$ cat src/ps2_pkg.sv
package ps2_pkg;

	// ====================
	// data widths
	// ====================

	// one byte on the host side
	typedef logic [7:0] ps2_byte_t;
	// start bit, eight data bits, parity and stop on the wire
	typedef logic [10:0] ps2_frame_t;
	// covers 100 us up to about 160 MHz
	typedef logic [13:0] ps2_timer_t;

	// clock synchroniser length and the stage the design looks at
	localparam int unsigned CLK_SYNC_DEPTH = 16;
	localparam int unsigned CLK_SYNC_TAP = 10;
	// data samples in the majority vote
	localparam int unsigned DAT_VOTE_LEN = 7;

	// ====================
	// register map
	// ====================

	localparam logic REG_DATA = 1'b0;
	localparam logic REG_STATUS = 1'b1;

	// status bit positions, the rest read zero
	localparam int unsigned STAT_RX_FULL = 7;
	localparam int unsigned STAT_TX_DONE = 6;
	localparam int unsigned STAT_NO_ACK = 5;
	localparam int unsigned STAT_PAR_ERR = 0;

	// commands written to the status register
	localparam ps2_byte_t CMD_CLEAR_RX = 8'h00;
	localparam ps2_byte_t CMD_ABORT_TX = 8'hFF;

	// receiver FSM
	typedef enum logic [1:0] {WAIT_FALL, CHECK_LOW, CAPTURE} rx_state_t;

	// transmitter FSM
	typedef enum logic [4:0] {
		IDLE, HOLD_CLK, WAIT_100US, DATA_LOW, WAIT_SETUP, RELEASE_CLK,
		WAIT_FIRST_FALL, FIRST_DELAY, WAIT_RISE, BIT_DELAY,
		STOP_DELAY, WAIT_ACK_FALL, ACK_DELAY, CAPTURE_ACK,
		WAIT_END_RISE, END_DELAY, FINISH
	} tx_state_t;

endpackage

$ cat src/ps2_line_if.sv
`timescale 1ns/10ps

// conditioned keyboard lines, fanned out to receiver and transmitter
interface ps2_line_if import ps2_pkg::*; ();

	// synchronised keyboard clock level
	logic kclk_lvl;
	// single cycle pulse on a falling clock edge
	logic kclk_fall;
	// single cycle pulse on a rising clock edge
	logic kclk_rise;
	// majority voted keyboard data
	logic kdat_bit;

	// driven by the line conditioner
	modport cond (
		output kclk_lvl,
		output kclk_fall,
		output kclk_rise,
		output kdat_bit
	);

	// read by rx and tx
	modport sink (
		input kclk_lvl,
		input kclk_fall,
		input kclk_rise,
		input kdat_bit
	);

endinterface

$ cat src/ps2_kbd.sv
`timescale 1ns/10ps

module ps2_kbd import ps2_pkg::*; #(
	parameter int unsigned CLK_FREQ_HZ = 50_000_000
) (
	input  logic      clk_i,
	input  logic      rst_i,
	// host register port
	input  logic      req_i,
	input  logic      we_i,
	input  logic      addr_i,
	input  ps2_byte_t wdata_i,
	output logic      ack_o,
	output ps2_byte_t rdata_o,
	output logic      irq_o,
	// keyboard lines, enables pull low
	input  logic      kclk_i,
	input  logic      kdat_i,
	output logic      kclk_en_o,
	output logic      kdat_en_o
);

	logic rx_clear;
	logic rx_full;
	ps2_byte_t rx_data;
	logic rx_par_err;
	logic tx_load;
	ps2_byte_t tx_data;
	logic tx_abort;
	logic tx_done;
	logic tx_no_ack;

	ps2_line_if line_if ();

	// line conditioning stage
	ps2_line_cond i_ps2_line_cond (
		.clk_i  (clk_i),
		.rst_i  (rst_i),
		.kclk_i (kclk_i),
		.kdat_i (kdat_i),
		.line   (line_if)
	);

	// receive is enabled only while no transmit runs
	ps2_rx #(.CLK_FREQ_HZ(CLK_FREQ_HZ)) i_ps2_rx (
		.clk_i        (clk_i),
		.rst_i        (rst_i),
		.line         (line_if),
		.rx_enable_i  (tx_done),
		.rx_clear_i   (rx_clear),
		.rx_full_o    (rx_full),
		.rx_data_o    (rx_data),
		.rx_par_err_o (rx_par_err)
	);

	ps2_tx #(.CLK_FREQ_HZ(CLK_FREQ_HZ)) i_ps2_tx (
		.clk_i       (clk_i),
		.rst_i       (rst_i),
		.line        (line_if),
		.tx_load_i   (tx_load),
		.tx_data_i   (tx_data),
		.tx_abort_i  (tx_abort),
		.rx_full_i   (rx_full),
		.tx_done_o   (tx_done),
		.tx_no_ack_o (tx_no_ack),
		.kclk_en_o   (kclk_en_o),
		.kdat_en_o   (kdat_en_o)
	);

	ps2_regs i_ps2_regs (
		.clk_i        (clk_i),
		.rst_i        (rst_i),
		.req_i        (req_i),
		.we_i         (we_i),
		.addr_i       (addr_i),
		.wdata_i      (wdata_i),
		.ack_o        (ack_o),
		.rdata_o      (rdata_o),
		.rx_full_i    (rx_full),
		.rx_data_i    (rx_data),
		.rx_par_err_i (rx_par_err),
		.tx_done_i    (tx_done),
		.tx_no_ack_i  (tx_no_ack),
		.rx_clear_o   (rx_clear),
		.tx_load_o    (tx_load),
		.tx_data_o    (tx_data),
		.tx_abort_o   (tx_abort),
		.irq_o        (irq_o)
	);

endmodule

$ cat src/ps2_line_cond.sv
`timescale 1ns/10ps

module ps2_line_cond import ps2_pkg::*; (
	input  logic     clk_i,
	input  logic     rst_i,
	input  logic     kclk_i,
	input  logic     kdat_i,
	ps2_line_if.cond line
);

	// width of the ones count and the majority threshold (4 of 7)
	localparam int unsigned VOTE_W = $clog2(DAT_VOTE_LEN + 1);
	localparam int unsigned VOTE_MIN = DAT_VOTE_LEN / 2 + 1;

	logic [CLK_SYNC_DEPTH-1:0] kclk_sync;
	logic [DAT_VOTE_LEN-1:0] kdat_sync;
	logic [VOTE_W-1:0] ones;

	// ====================
	// synchronisers
	// ====================

	// both lines idle high, so start the chains at all ones
	// and no edge shows up when reset is released
	always_ff @(posedge clk_i) begin
		if (rst_i) begin
			kclk_sync <= '1;
			kdat_sync <= '1;
		end else begin
			kclk_sync <= {kclk_sync[CLK_SYNC_DEPTH-2:0], kclk_i};
			kdat_sync <= {kdat_sync[DAT_VOTE_LEN-2:0], kdat_i};
		end
	end

	// count high samples in the data window
	always_comb begin
		ones = '0;
		for (int i = 0; i < DAT_VOTE_LEN; i++)
			ones = ones + VOTE_W'(kdat_sync[i]);
	end

	// clock level seen by the FSMs
	assign line.kclk_lvl = kclk_sync[CLK_SYNC_TAP];

	// ====================
	// edges and vote
	// ====================

	// edge pulses compare the tap with the value moving into it,
	// so each pulse lines up with the new level on kclk_lvl
	always_ff @(posedge clk_i) begin
		if (rst_i) begin
			line.kclk_fall <= 1'b0;
			line.kclk_rise <= 1'b0;
			line.kdat_bit <= 1'b1;
		end else begin
			line.kclk_fall <= kclk_sync[CLK_SYNC_TAP] & ~kclk_sync[CLK_SYNC_TAP-1];
			line.kclk_rise <= ~kclk_sync[CLK_SYNC_TAP] & kclk_sync[CLK_SYNC_TAP-1];
			// majority of the newest samples
			line.kdat_bit <= (ones >= VOTE_MIN);
		end
	end

endmodule

$ cat src/ps2_regs.sv
`timescale 1ns/10ps

module ps2_regs import ps2_pkg::*; (
	input  logic      clk_i,
	input  logic      rst_i,
	input  logic      req_i,
	input  logic      we_i,
	input  logic      addr_i,
	input  ps2_byte_t wdata_i,
	output logic      ack_o,
	output ps2_byte_t rdata_o,
	input  logic      rx_full_i,
	input  ps2_byte_t rx_data_i,
	input  logic      rx_par_err_i,
	input  logic      tx_done_i,
	input  logic      tx_no_ack_i,
	output logic      rx_clear_o,
	output logic      tx_load_o,
	output ps2_byte_t tx_data_o,
	output logic      tx_abort_o,
	output logic      irq_o
);

	// new request seen, previous one fully closed
	logic access;
	ps2_byte_t status;

	assign access = req_i & ~ack_o;

	// status byte, unused bits read zero
	always_comb begin
		status = '0;
		status[STAT_RX_FULL] = rx_full_i;
		status[STAT_TX_DONE] = tx_done_i;
		status[STAT_NO_ACK] = tx_no_ack_i;
		status[STAT_PAR_ERR] = rx_par_err_i;
	end

	// ====================
	// req/ack handshake
	// ====================

	// ack rises on the access edge, falls once req is seen low
	always_ff @(posedge clk_i) begin
		if (rst_i)
			ack_o <= 1'b0;
		else if (access)
			ack_o <= 1'b1;
		else if (!req_i)
			ack_o <= 1'b0;
	end

	// command pulses, one cycle each
	always_ff @(posedge clk_i) begin
		if (rst_i) begin
			rx_clear_o <= 1'b0;
			tx_load_o <= 1'b0;
			tx_abort_o <= 1'b0;
		end else begin
			tx_load_o <= access & we_i & (addr_i == REG_DATA);
			rx_clear_o <= access & we_i & (addr_i == REG_STATUS) &
				(wdata_i == CMD_CLEAR_RX);
			tx_abort_o <= access & we_i & (addr_i == REG_STATUS) &
				(wdata_i == CMD_ABORT_TX);
		end
	end

	// read data and the byte to send, both hold until the next access
	always_ff @(posedge clk_i) begin
		if (access) begin
			if (we_i) begin
				rdata_o <= '0;
				if (addr_i == REG_DATA)
					tx_data_o <= wdata_i;
			end else begin
				rdata_o <= (addr_i == REG_DATA) ? rx_data_i : status;
			end
		end
	end

	// interrupt while a received byte waits
	assign irq_o = rx_full_i;

endmodule

$ cat src/ps2_rx.sv
`timescale 1ns/10ps

module ps2_rx import ps2_pkg::*; #(
	parameter int unsigned CLK_FREQ_HZ = 50_000_000
) (
	input  logic      clk_i,
	input  logic      rst_i,
	ps2_line_if.sink  line,
	input  logic      rx_enable_i,
	input  logic      rx_clear_i,
	output logic      rx_full_o,
	output ps2_byte_t rx_data_o,
	output logic      rx_par_err_o
);

	// clocks in 5 us
	localparam ps2_timer_t T5US = ps2_timer_t'(CLK_FREQ_HZ / 200_000);

	rx_state_t state;
	ps2_timer_t timer;
	// shifts in from the top, start bit ends up in bit 0
	ps2_frame_t frame;

	// ====================
	// receive FSM
	// ====================

	always_ff @(posedge clk_i) begin
		if (rst_i) begin
			state <= WAIT_FALL;
			timer <= '0;
			frame <= '1;
		end else begin
			// host read the byte, back to empty
			if (rx_clear_i)
				frame <= '1;

			case (state)
				// falling edge starts the debounce timer
				WAIT_FALL: begin
					timer <= '0;
					if (line.kclk_fall && rx_enable_i)
						state <= CHECK_LOW;
				end

				// clock must still be low after 5 us
				CHECK_LOW: begin
					if (!rx_enable_i) begin
						// a transmit took over the lines
						state <= WAIT_FALL;
					end else if (timer == T5US) begin
						if (line.kclk_lvl)
							// glitch, not a real clock
							state <= WAIT_FALL;
						else
							state <= CAPTURE;
					end else begin
						timer <= timer + 1'b1;
					end
				end

				// keyboard sends lsb first
				CAPTURE: begin
					frame <= {line.kdat_bit, frame[10:1]};
					state <= WAIT_FALL;
				end

				default: state <= WAIT_FALL;
			endcase
		end
	end

	// zero start bit has reached bit 0
	assign rx_full_o = ~frame[0];
	assign rx_data_o = frame[8:1];
	// odd parity over data and parity bit
	assign rx_par_err_o = ~^frame[9:1];

endmodule

$ cat src/ps2_tx.sv
`timescale 1ns/10ps

module ps2_tx import ps2_pkg::*; #(
	parameter int unsigned CLK_FREQ_HZ = 50_000_000
) (
	input  logic      clk_i,
	input  logic      rst_i,
	ps2_line_if.sink  line,
	input  logic      tx_load_i,
	input  ps2_byte_t tx_data_i,
	input  logic      tx_abort_i,
	input  logic      rx_full_i,
	output logic      tx_done_o,
	output logic      tx_no_ack_o,
	output logic      kclk_en_o,
	output logic      kdat_en_o
);

	// clocks in 5 us and in 100 us
	localparam ps2_timer_t T5US = ps2_timer_t'(CLK_FREQ_HZ / 200_000);
	localparam ps2_timer_t T100US = ps2_timer_t'(CLK_FREQ_HZ / 10_000);

	tx_state_t state;
	ps2_timer_t timer;
	ps2_frame_t frame;
	// bits still to leave the line
	logic [3:0] bit_cnt;
	// host pulls the clock low
	logic clk_hold;
	// frame bit 0 drives the data line
	logic shift_en;
	logic done;
	logic ack_bit;
	logic shift;

	// one bit moves out on every rising clock while sending
	assign shift = (state == WAIT_RISE) && line.kclk_rise;

	// ====================
	// transmit FSM
	// ====================

	always_ff @(posedge clk_i) begin
		if (rst_i) begin
			state <= IDLE;
			timer <= '0;
			bit_cnt <= '0;
			clk_hold <= 1'b0;
			shift_en <= 1'b0;
			done <= 1'b1;
			ack_bit <= 1'b1;
		end else if (tx_load_i) begin
			// a data write starts a new transfer from any state
			state <= HOLD_CLK;
			timer <= '0;
			bit_cnt <= 4'd11;
			shift_en <= 1'b0;
			done <= 1'b0;
		end else if (tx_abort_i) begin
			state <= IDLE;
			clk_hold <= 1'b0;
			shift_en <= 1'b0;
			done <= 1'b1;
		end else begin
			// free running, cleared on entry to each wait
			timer <= timer + 1'b1;
			case (state)
				IDLE: timer <= '0;
				// request to send, clock low first
				HOLD_CLK: begin
					clk_hold <= 1'b1;
					timer <= '0;
					state <= WAIT_100US;
				end
				WAIT_100US: if (timer == T100US) state <= DATA_LOW;
				// start bit goes on the line
				DATA_LOW: begin
					shift_en <= 1'b1;
					timer <= '0;
					state <= WAIT_SETUP;
				end
				WAIT_SETUP: if (timer == T5US) state <= RELEASE_CLK;
				// keyboard now drives the clock
				RELEASE_CLK: begin
					clk_hold <= 1'b0;
					state <= WAIT_FIRST_FALL;
				end
				WAIT_FIRST_FALL: begin
					timer <= '0;
					if (line.kclk_fall) state <= FIRST_DELAY;
				end
				FIRST_DELAY: if (timer == T5US) state <= WAIT_RISE;
				// data, parity, stop, then the rise after the stop clock
				WAIT_RISE: begin
					timer <= '0;
					if (line.kclk_rise) begin
						bit_cnt <= bit_cnt - 4'd1;
						if (bit_cnt == 4'd1) begin
							shift_en <= 1'b0;
							state <= STOP_DELAY;
						end else begin
							state <= BIT_DELAY;
						end
					end
				end
				BIT_DELAY: if (timer == T5US) state <= WAIT_RISE;
				STOP_DELAY: if (timer == T5US) state <= WAIT_ACK_FALL;
				// keyboard answers on the next falling clock
				WAIT_ACK_FALL: begin
					timer <= '0;
					if (line.kclk_fall) state <= ACK_DELAY;
				end
				ACK_DELAY: if (timer == T5US) state <= CAPTURE_ACK;
				// low means the keyboard took the byte
				CAPTURE_ACK: begin
					ack_bit <= line.kdat_bit;
					state <= WAIT_END_RISE;
				end
				WAIT_END_RISE: begin
					timer <= '0;
					if (line.kclk_rise) state <= END_DELAY;
				end
				END_DELAY: if (timer == T5US) state <= FINISH;
				FINISH: begin
					done <= 1'b1;
					state <= IDLE;
				end
				default: state <= IDLE;
			endcase
		end
	end

	// start 0, data lsb first, odd parity, stop 1, and ones fill behind
	always_ff @(posedge clk_i) begin
		if (tx_load_i)
			frame <= {1'b1, ~^tx_data_i, tx_data_i, 1'b0};
		else if (shift)
			frame <= {1'b1, frame[10:1]};
	end

	assign tx_done_o = done;
	assign tx_no_ack_o = ack_bit;
	// an unread byte also holds the clock to stop the keyboard sending
	assign kclk_en_o = clk_hold | rx_full_i;
	assign kdat_en_o = shift_en & ~frame[0];

endmodule

$ cat config.mk
export PLATFORM = sky130hd
export DESIGN_NAME = ps2_kbd
export DESIGN_NICKNAME = d
export VERILOG_FILES = /design/src/ps2_pkg.sv /design/src/ps2_line_if.sv /design/src/ps2_kbd.sv /design/src/ps2_line_cond.sv /design/src/ps2_regs.sv /design/src/ps2_rx.sv /design/src/ps2_tx.sv
export SDC_FILE = /design/constraint.sdc
export NUM_CORES = 1
export LEC_CHECK = 0
export BUFFER_PORTS_ARGS = -buffer_cell sky130_fd_sc_hd__buf_2
export CAP_MARGIN = 20
export CORE_AREA = 2 2 137 72
export DETAILED_ROUTE_END_ITERATION = 10
export DIE_AREA = 0 0 139 74
export GPL_ROUTABILITY_DRIVEN = 0
export PLACE_DENSITY_LB_ADDON = 0.25
export SETUP_SLACK_MARGIN = 0.1
export SYNTH_ARGS = -nofsm -noshare
export SYNTH_HDL_FRONTEND = slang
export SYNTH_HIERARCHICAL = 1
export SYNTH_SLANG_ARGS = --single-unit
$ cat constraint.sdc
create_clock -name clk_i -period 2.95 [get_ports clk_i]
set_clock_uncertainty 0.1 [all_clocks]
set_input_delay 0.4425 -clock clk_i [delete_from_list [all_inputs] [get_ports clk_i]]
set_output_delay 0.4425 -clock clk_i [all_outputs]
set_load 0.05 [all_outputs]
==> impl_metrics.json, run 1 <==
{
  "hpwl_um": 6500,
  "path_class": "reg2reg",
  "core_um2": 9130,
  "die_w_um": 139,
  "grt_pass1_wl_um": 15300,
  "dr.pass1.iters": 5,
  "postSynthCellCount": 512,
  "syn_to_final_growth_pct": 6.87,
  "max-slew-margin-rel_pct": 54.0,
  "cp_slowest_stage_delay_ns": 0.52,
  "antenna_cells": 0,
  "pin_count": 27,
  "cts_hold_buf": 0,
  "powerDensity_nw_per_um2": 525,
  "wl_per_cell_um": 14.3,
  "synth-compound-area-share_pct": 10.1,
  "vdd_ir_drop_max_v": 0.000294,
  "wirelength_um": 9220,
  "clkTransAtPathRegs_ns": 0.07,
  "cts_root_buf": "clkbuf_16",
  "die-height_um": 74,
  "multi_input_area_um2": 2270,
  "finalCriticalPeriod_ns": 2.42,
  "fp-row-count": 25,
  "synth_top_family_by_area": "simple AND/OR/NAND/NOR gates",
  "dp.cells": 630,
  "yosysMostFrequentCell": "dfxtp_1",
  "port_buffers": 26,
  "ant_nets": 0,
  "instances_no_fill": 646,
  "crit_path_end_kind": "flip-flop",
  "ys_seq_elements": 105,
  "cellLeakagePower_nw": 1.92,
  "worst-path-max-fanout": 9,
  "crit_required_ns": 3.13,
  "synth.top_cells.by_area": "dfxtp_1 (32%), edfxtp_1 (15%), nor2_1 (4.3%), xnor2_1 (3.5%), nand2_1 (3.5%)",
  "fin_tns_setup_ns": 0,
  "cts_buffers": 9,
  "start_util_pct": 54.0,
  "maxSlewViolCount": 0,
  "finalHoldViolations": 0,
  "yosys_warnings": 6,
  "setup_viol": 0,
  "cts_max_level": 3,
  "grt_pass1_vias": 3145,
  "synth_mux_area_share_pct": 1.83,
  "pre_cts_ws_ns": 0.613,
  "grt_overflow": 0,
  "avgSynthCellArea_um2": 9.64,
  "insertion_delay_ns": 0.35,
  "grt_max_degree": 30,
  "cts_resized": 0,
  "slowest_stage": "or4b_1",
  "synth_edf_count": 25,
  "clk_path_buf_depth": 2,
  "synth_top_flop_cell": "dfxtp_1",
  "antenna_found_initial": 0,
  "yosys.area_share.simple_pct": 25.3,
  "numClockSinks": 105,
  "synth_common_cells": "dfxtp_1 (80), nor2_1 (56), nand2_1 (46)",
  "max_freq_ghz": 0.413,
  "rsz0062_at_grt": "no",
  "yosysTopAreaCell": "dfxtp_1",
  "fin_ws_ns": 0.530,
  "finalInstanceArea_um2": 5270,
  "synth.yosys.seq_area_share_pct": 47.7,
  "grt_use_total_pct": 18.9,
  "ys_async_sr_fraction_pct": 0,
  "startpoint_type": "flip-flop",
  "drtIter0Drc": 309,
  "synth_xor_xnor_area_share_pct": 5.68,
  "yosysTopAreaCellShare_pct": 32.5,
  "synth_fp_nets": 538,
  "drt-vias-per-instance": 5.51,
  "period_share_pct": 82.0,
  "regArea_um2": 2350,
  "drive_gt1_share_pct": 14.9,
  "cts_tree": "yes",
  "synthAdderAreaFrac_pct": 3.09,
  "die_area_um2": 10300,
  "n_fill_cell": 785,
  "syn_area_um2": 4930,
  "drcViolationCount": 0,
  "worst_pin_slew_ns": 0.689,
  "max_cap_violations": 0,
  "synth_cell_types": 70,
  "layout.nets": 546,
  "status": "completed",
  "path_cells": "inv_1, ha_1, nand4_1, or4_1, o2111ai_2, o311ai_2, or4b_1, a31oi_1",
  "arrival_ns": 2.60,
  "hold_class": "in2reg",
  "placed_cell_area_um2": 4990,
  "via_count": 3559,
  "post_cts_buffers": 0
}
through the flow:
| step | total power, mW | util (%) | hold WS (ns) |
|---|---|---|---|
| floorplan | 1.62 | - | 0.283 |
| global placement | 1.65 | 54.6 | 0.289 |
| detailed placement | 1.65 | 54.6 | 0.291 |
| CTS | 2.80 | 57.7 | 0.152 |
| global route | 2.87 | 57.7 | 0.158 |
| finish | 2.77 | 57.7 | 0.168 |
critical path, delay by kind of cell (launching register included):
kind	cells	cell delay, ns
fa+ha+maj	1	0.14
simple gates	3	1.04
buf+inv	1	0.10
compound gates	3	0.59
flops	1	0.37
where the power goes:
group | internal [mW] | switching (mW) | total [mW]
Clock | 0.589 | 0.556 | 1.15
Combinational | 0.0415 | 0.0799 | 0.121
Sequential | 1.49 | 0.0108 | 1.50
layout by cell type, fill, tap and decap left out, types with 4 or more instances in the layout:
| master | instances |
|---|---|
| nor3_1 | 23 |
| o21ai_0 | 14 |
| inv_1 | 19 |
| nand2b_1 | 7 |
| and2_1 | 4 |
| buf_2 | 26 |
| xnor2_1 | 20 |
| mux2i_1 | 9 |
| o21bai_1 | 14 |
| nand3_1 | 10 |
| a31oi_1 | 5 |
| nand4b_1 | 4 |
| or2_2 | 17 |
| dfxtp_1 | 80 |
| a21oi_1 | 21 |
| nor2_1 | 56 |
| nand4_1 | 10 |
| edfxtp_1 | 25 |
| nand2_1 | 46 |
| or3_1 | 5 |
| nor2b_1 | 8 |
| clkbuf_16 | 9 |
| xor2_1 | 12 |
| ha_1 | 9 |
cell families after synthesis:
logic type,count (synthesis)
flops,105
mux,9
simple gates,230
fa+ha+maj,11
buf+inv,50
xor+xnor,32
compound gates,75
worst paths after layout:
path,depth (start not counted),from,slack [ns],end
setup / recovery,8,i_ps2_tx/timer[0],0.53,i_ps2_tx/state[0]
hold / removal,2,kdat_i,0.17,i_ps2_line_cond/kdat_sync[0]
setup reg to reg,8,i_ps2_tx/timer[0],0.53,i_ps2_tx/state[0]
hold reg to reg,1,i_ps2_line_cond/kclk_sync[1],0.30,i_ps2_line_cond/kclk_sync[2]
cell type report:
cell class / instances / share of cell area, %
Sequential cell: 105 / 44.6
Multi-Input combinational cell: 357 / 43.0
Clock buffer: 9 / 4.27
Tap cell: 121 / 2.87
Timing Repair Buffer: 28 / 2.75
Inverter: 19 / 1.35
Clock inverter: 7 / 1.16
registers in the layout (all words and copies together) (netlist names), 2 cells and up:
| signal | flops |
|---|---|
| i_ps2_rx/timer | 14 |
| i_ps2_tx/timer | 14 |
| i_ps2_line_cond/kclk_sync | 11 |
| i_ps2_rx/frame | 11 |
| i_ps2_tx/frame | 10 |
| i_ps2_regs/rdata_o | 8 |
| i_ps2_regs/tx_data_o | 8 |
| i_ps2_line_cond/kdat_sync | 7 |
| i_ps2_tx/state | 5 |
| i_ps2_tx/bit_cnt | 4 |
| i_ps2_rx/state | 2 |
per-layer routing:
metal	GRT usage [%]	wire, um
met1	28.0	4750
met4	4.71	86
met5	0	0
met3	7.98	894
met2	25.1	3490
(Power assumes the default switching activity.)
==> run 2: changes to the inputs <==
- clock period: 2.95 -> 2.4 ns (I/O delays scaled with it)
==> run 2 against run 1 <==
Effect of this change:
- global-route usage is 0.63 points higher
- routed wire length is 4.2% higher
- register-to-register slack worse by 0.42 ns
- utilization is 1.1 points higher
- final area is 1.9% higher
- cell count is 1.4% higher
- critical path type unchanged
- largest cell class unchanged
==> impl_metrics.json, run 2 (synthesis results as in run 1) <==
{
  "antenna_cells": 0,
  "worst-path-max-fanout": 7,
  "drt-vias-per-instance": 5.52,
  "grt_pass1_vias": 3282,
  "dr.pass1.iters": 4,
  "fin_tns_setup_ns": 0,
  "p_sw_mw": 0.747,
  "p_clk_share_pct": 41.9,
  "hold_class": "in2reg",
  "fin_hold_ws_ns": 0.0950,
  "p_total_mw": 3.44,
  "die-height_um": 74,
  "most-common-layout-cells": "dfxtp_1 (80), nor2_1 (56), nand2_1 (46), buf_2 (26), edfxtp_1 (25)",
  "finalInstanceArea_um2": 5380,
  "die_area_um2": 10300,
  "grt_max_degree": 29,
  "cts_max_level": 3,
  "hpwl_um": 6780,
  "dp.cells": 638,
  "clk_path_buf_depth": 2,
  "insertion_delay_ns": 0.34,
  "wl_per_cell_um": 14.7,
  "fp-row-count": 25,
  "layout.nets": 555,
  "final_util_pct": 58.9,
  "worst_pin_slew_ns": 0.769,
  "wirelength_um": 9610,
  "p_seq_share_pct": 53.5,
  "max_cap_violations": 0,
  "pre_cts_ws_ns": 0.125,
  "numClockSinks": 105,
  "port_buffers": 26,
  "status": "completed",
  "crit_path_end_kind": "flip-flop",
  "power.internal_mw": 2.70,
  "rsz0062_at_grt": "yes",
  "ant_nets": 0,
  "cts_tree": "yes",
  "grt_pass1_wl_um": 16000,
  "crit_required_ns": 2.57,
  "regArea_um2": 2350,
  "fin_ws_ns": 0.112,
  "p_sw_share_pct": 21.7,
  "period_share_pct": 95.3,
  "top_regs": "i_ps2_rx/timer: 14 flops, i_ps2_tx/timer: 14 flops",
  "finalCriticalPeriod_ns": 2.29,
  "cts_hold_buf": 0,
  "placed_cell_area_um2": 5050,
  "cts_buffers": 9,
  "finalHoldViolations": 0,
  "core_um2": 9130,
  "path_class": "reg2reg",
  "clkTransAtPathRegs_ns": 0.07,
  "die_w_um": 139,
  "instances_no_fill": 655,
  "drive_gt1_share_pct": 16.7,
  "arrival_ns": 2.46,
  "pin_count": 27,
  "max-slew-margin-rel_pct": 48.7,
  "powerDensity_nw_per_um2": 640,
  "grt_use_total_pct": 19.5,
  "syn_to_final_growth_pct": 8.95,
  "final_common_cell": "dfxtp_1",
  "cts_root_buf": "clkbuf_16",
  "start_util_pct": 54.0,
  "cellLeakagePower_nw": 1.96,
  "grt_overflow": 0,
  "setup_viol": 0,
  "drtIter0Drc": 280,
  "drcViolationCount": 0,
  "startpoint_type": "flip-flop",
  "n_fill_cell": 806,
  "via_count": 3614,
  "antenna_found_initial": 0,
  "comb_power_share_pct": 4.5,
  "vdd_ir_drop_max_v": 0.000409,
  "max_freq_ghz": 0.437,
  "maxSlewViolCount": 0,
  "multi_input_area_um2": 2290
}
[run 2: final timing paths]
| check | startpoint | end | slack, ns | depth (start not counted) |
|---|---|---|---|---|
| worst max-delay path | i_ps2_tx/timer[0] | i_ps2_tx/state[0] | 0.11 | 8 |
| worst min-delay path | kdat_i | i_ps2_line_cond/kdat_sync[0] | 0.09 | 2 |
| worst max register to register | i_ps2_tx/timer[0] | i_ps2_tx/state[0] | 0.11 | 8 |
| worst min register to register | i_ps2_line_cond/kclk_sync[7] | i_ps2_line_cond/kclk_sync[8] | 0.31 | 1 |
[run 2: power by group through the flow]
| stage | Clock, mW | Combinational, mW | Sequential, mW |
|---|---|---|---|
| 6_report | 1.44 | 0.155 | 1.84 |
| 2_1_floorplan | 0 | 0.0854 | 1.91 |
| 4_1_cts | 1.49 | 0.152 | 1.84 |
| 3_3_place_gp | 0 | 0.149 | 1.88 |
| 5_1_grt | 1.55 | 0.170 | 1.84 |
| 3_5_place_dp | 0 | 0.151 | 1.88 |
[run 2: area by class of cell]
cell class,instances,area share (%)
inverter,19,1.33
timing repair buffer,37,3.96
clock inverter,6,1.28
multi-input combinational,357,42.6
clock buffer,10,4.26
tap,121,2.82
sequential,105,43.8
[run 2: metal layers]
metal,track usage (%),wire [um],vias to the layer above
met1,29.2,4960,1698
li1,-,-,1794
met2,28.2,3870,109
met3,4.25,657,13
met5,0,0,-
met4,6.51,123,0
[run 2: critical path, stage by stage, from the launching register on]
cell and delay, ns:
dfxtp_1 0.31, inv_1 0.07, ha_1 0.16, nand4_1 0.09, or4_1 0.43, o2111ai_2 0.24
o311ai_4 0.17, or4b_1 0.49, a31oi_1 0.16
[run 2: what timing repair did]
| action | CTS | global route |
|---|---|---|
| resized for setup | 0 | 4 |
| setup buffers | 0 | 1 |
| endpoints found under the setup margin | 0 | 4 |
==> run 3: changes to the inputs <==
- clock period: 2.4 -> 2.15 ns (I/O delays scaled with it)
==> run 3 against run 2 <==
Effect of this change:
- the run now ends with setup timing left
- sequential power rose by 12%
- non-clock buffer count increased by 14
- via count up 2.8%
- register-to-register slack worse by 0.25 ns
- sequential cell count stayed put
- global-route usage up 1.3 points
- sequential share of layout area shrank 1.3 points
- final area increased by 3.3%
- highest routed layer unchanged
==> impl_metrics.json, run 3 (synthesis results as in run 1) <==
{
  "path_cells": "inv_2, ha_4, nand4_1, or4_4, o2111ai_4, o311ai_4, or4b_1, a31oi_1",
  "syn_to_final_growth_pct": 12.5,
  "startpoint_type": "flip-flop",
  "hold_class": "in2reg",
  "wirelength_um": 10200,
  "status": "finished, violations left",
  "fin_ws_ns": -0.138,
  "cellLeakagePower_nw": 2.05,
  "wl_per_cell_um": 15.2,
  "maxSlewViolCount": 0,
  "top_regs": "i_ps2_rx/timer: 14 flops, i_ps2_tx/timer: 14 flops",
  "antenna_found_initial": 0,
  "drtIter0Drc": 287,
  "start_util_pct": 54.0,
  "arrival_ns": 2.46,
  "slowest_stage": "or4b_1",
  "p_sw_mw": 0.865,
  "p_seq_share_pct": 54.4,
  "p_clk_share_pct": 40.5,
  "via_count": 3715,
  "worst-path-max-fanout": 5,
  "cp_num_buf_inv": 1,
  "period_share_pct": 106,
  "numClockSinks": 105,
  "setup_viol": 4,
  "finalHoldViolations": 0,
  "comb_power_share_pct": 5.1,
  "crit_required_ns": 2.32,
  "cts_tree": "yes",
  "most-common-layout-cells": "dfxtp_1 (76), nor2_1 (56), nand2_1 (46), buf_2 (26)",
  "n_fill_cell": 748,
  "vdd_ir_drop_max_v": 0.000364,
  "fp-row-count": 25,
  "grt_pass1_wl_um": 16700,
  "grt_use_total_pct": 20.8,
  "powerDensity_nw_per_um2": 681,
  "violations": "setup timing",
  "grt_overflow": 0,
  "max-slew-margin-rel_pct": 55.9,
  "grt_pass1_vias": 3337,
  "grt_max_degree": 26,
  "cts_root_buf": "clkbuf_16",
  "die_w_um": 139,
  "insertion_delay_ns": 0.34,
  "cts_hold_buf": 0,
  "placed_cell_area_um2": 5170,
  "clkTransAtPathRegs_ns": 0.07,
  "power.internal_mw": 2.91,
  "cp_top_family": "simple AND/OR/NAND/NOR gates",
  "clk_path_buf_depth": 2,
  "crit_path_end_kind": "flip-flop",
  "final_common_cell": "dfxtp_1",
  "fin_hold_ws_ns": 0.0623,
  "p_sw_share_pct": 22.9,
  "antenna_cells": 0,
  "port_buffers": 26,
  "drt-vias-per-instance": 5.55,
  "die-height_um": 74,
  "rsz0062_at_grt": "yes",
  "cp_slowest_stage_delay_ns": 0.49,
  "ant_nets": 0,
  "cts_buffers": 9,
  "die_area_um2": 10300,
  "hpwl_um": 7210,
  "layout.nets": 569,
  "drive_gt1_share_pct": 21.5,
  "pin_count": 27,
  "max_cap_violations": 0,
  "core_um2": 9130,
  "path_class": "reg2reg",
  "worst_pin_slew_ns": 0.660,
  "cts_max_level": 3,
  "finalInstanceArea_um2": 5550,
  "drcViolationCount": 0,
  "max_freq_ghz": 0.437,
  "fin_tns_setup_ns": -0.473,
  "finalCriticalPeriod_ns": 2.29,
  "dr.pass1.iters": 5
}
==> run 3: final timing paths <==
kind                           startpoint                           end  slack [ns]  cells past startpoint
min reg2reg  i_ps2_line_cond/kclk_sync[1]  i_ps2_line_cond/kclk_sync[2]        0.30                      1
min                                kdat_i  i_ps2_line_cond/kdat_sync[0]        0.06                      2
max                     i_ps2_tx/timer[0]             i_ps2_tx/state[0]       -0.14                      8
max reg2reg             i_ps2_tx/timer[0]             i_ps2_tx/state[0]       -0.14                      8
==> run 3: final cells by class <==
cell class                 count  area (um^2)  share of cell area (%)
clock buffer                  10          229                    4.12
clock inverter                 6         52.6                   0.947
inverter                      19         71.3                    1.28
multi-input combinational    357         2370                    42.7
sequential                   105         2360                    42.5
tap                          121          151                    2.73
timing repair buffer          51          318                    5.72
==> run 3: metal layers <==
metal / wire (um) / global-route usage [%]
met5: 0 / 0
met4: 76 / 6.29
met3: 871 / 6.31
met2: 4110 / 29.7
met1: 5130 / 30.7
==> run 3: power groups by stage <==
| stage | Combinational, mW | Sequential (mW) | Clock (mW) |
|---|---|---|---|
| after global placement | 0.177 | 2.10 | 0 |
| after detailed placement | 0.181 | 2.10 | 0 |
| final | 0.192 | 2.06 | 1.53 |
| after CTS | 0.186 | 2.06 | 1.58 |
| after global routing | 0.210 | 2.06 | 1.67 |
| after floorplan | 0.0967 | 2.13 | 0 |
==> run 3: timing repair <==
action / 4_1_cts / 5_1_grt
pin swaps: 5 / 1
resized for setup: 13 / 8
setup endpoints to repair: 7 / 26
buffers inserted: 1 / 0
==> run 3: stage by stage <==
step                      worst slack (ns)  std cells  total power [mW]  utilization (%)
after detailed placement            -0.164        652              2.28             56.6
after CTS                          -0.0993        669              3.82             60.4
after floorplan                    -0.0488        512              2.23                -
final                               -0.138        669              3.78             60.8
after global routing                -0.207        669              3.94             60.8
after global placement             -0.0781        652              2.28             56.6
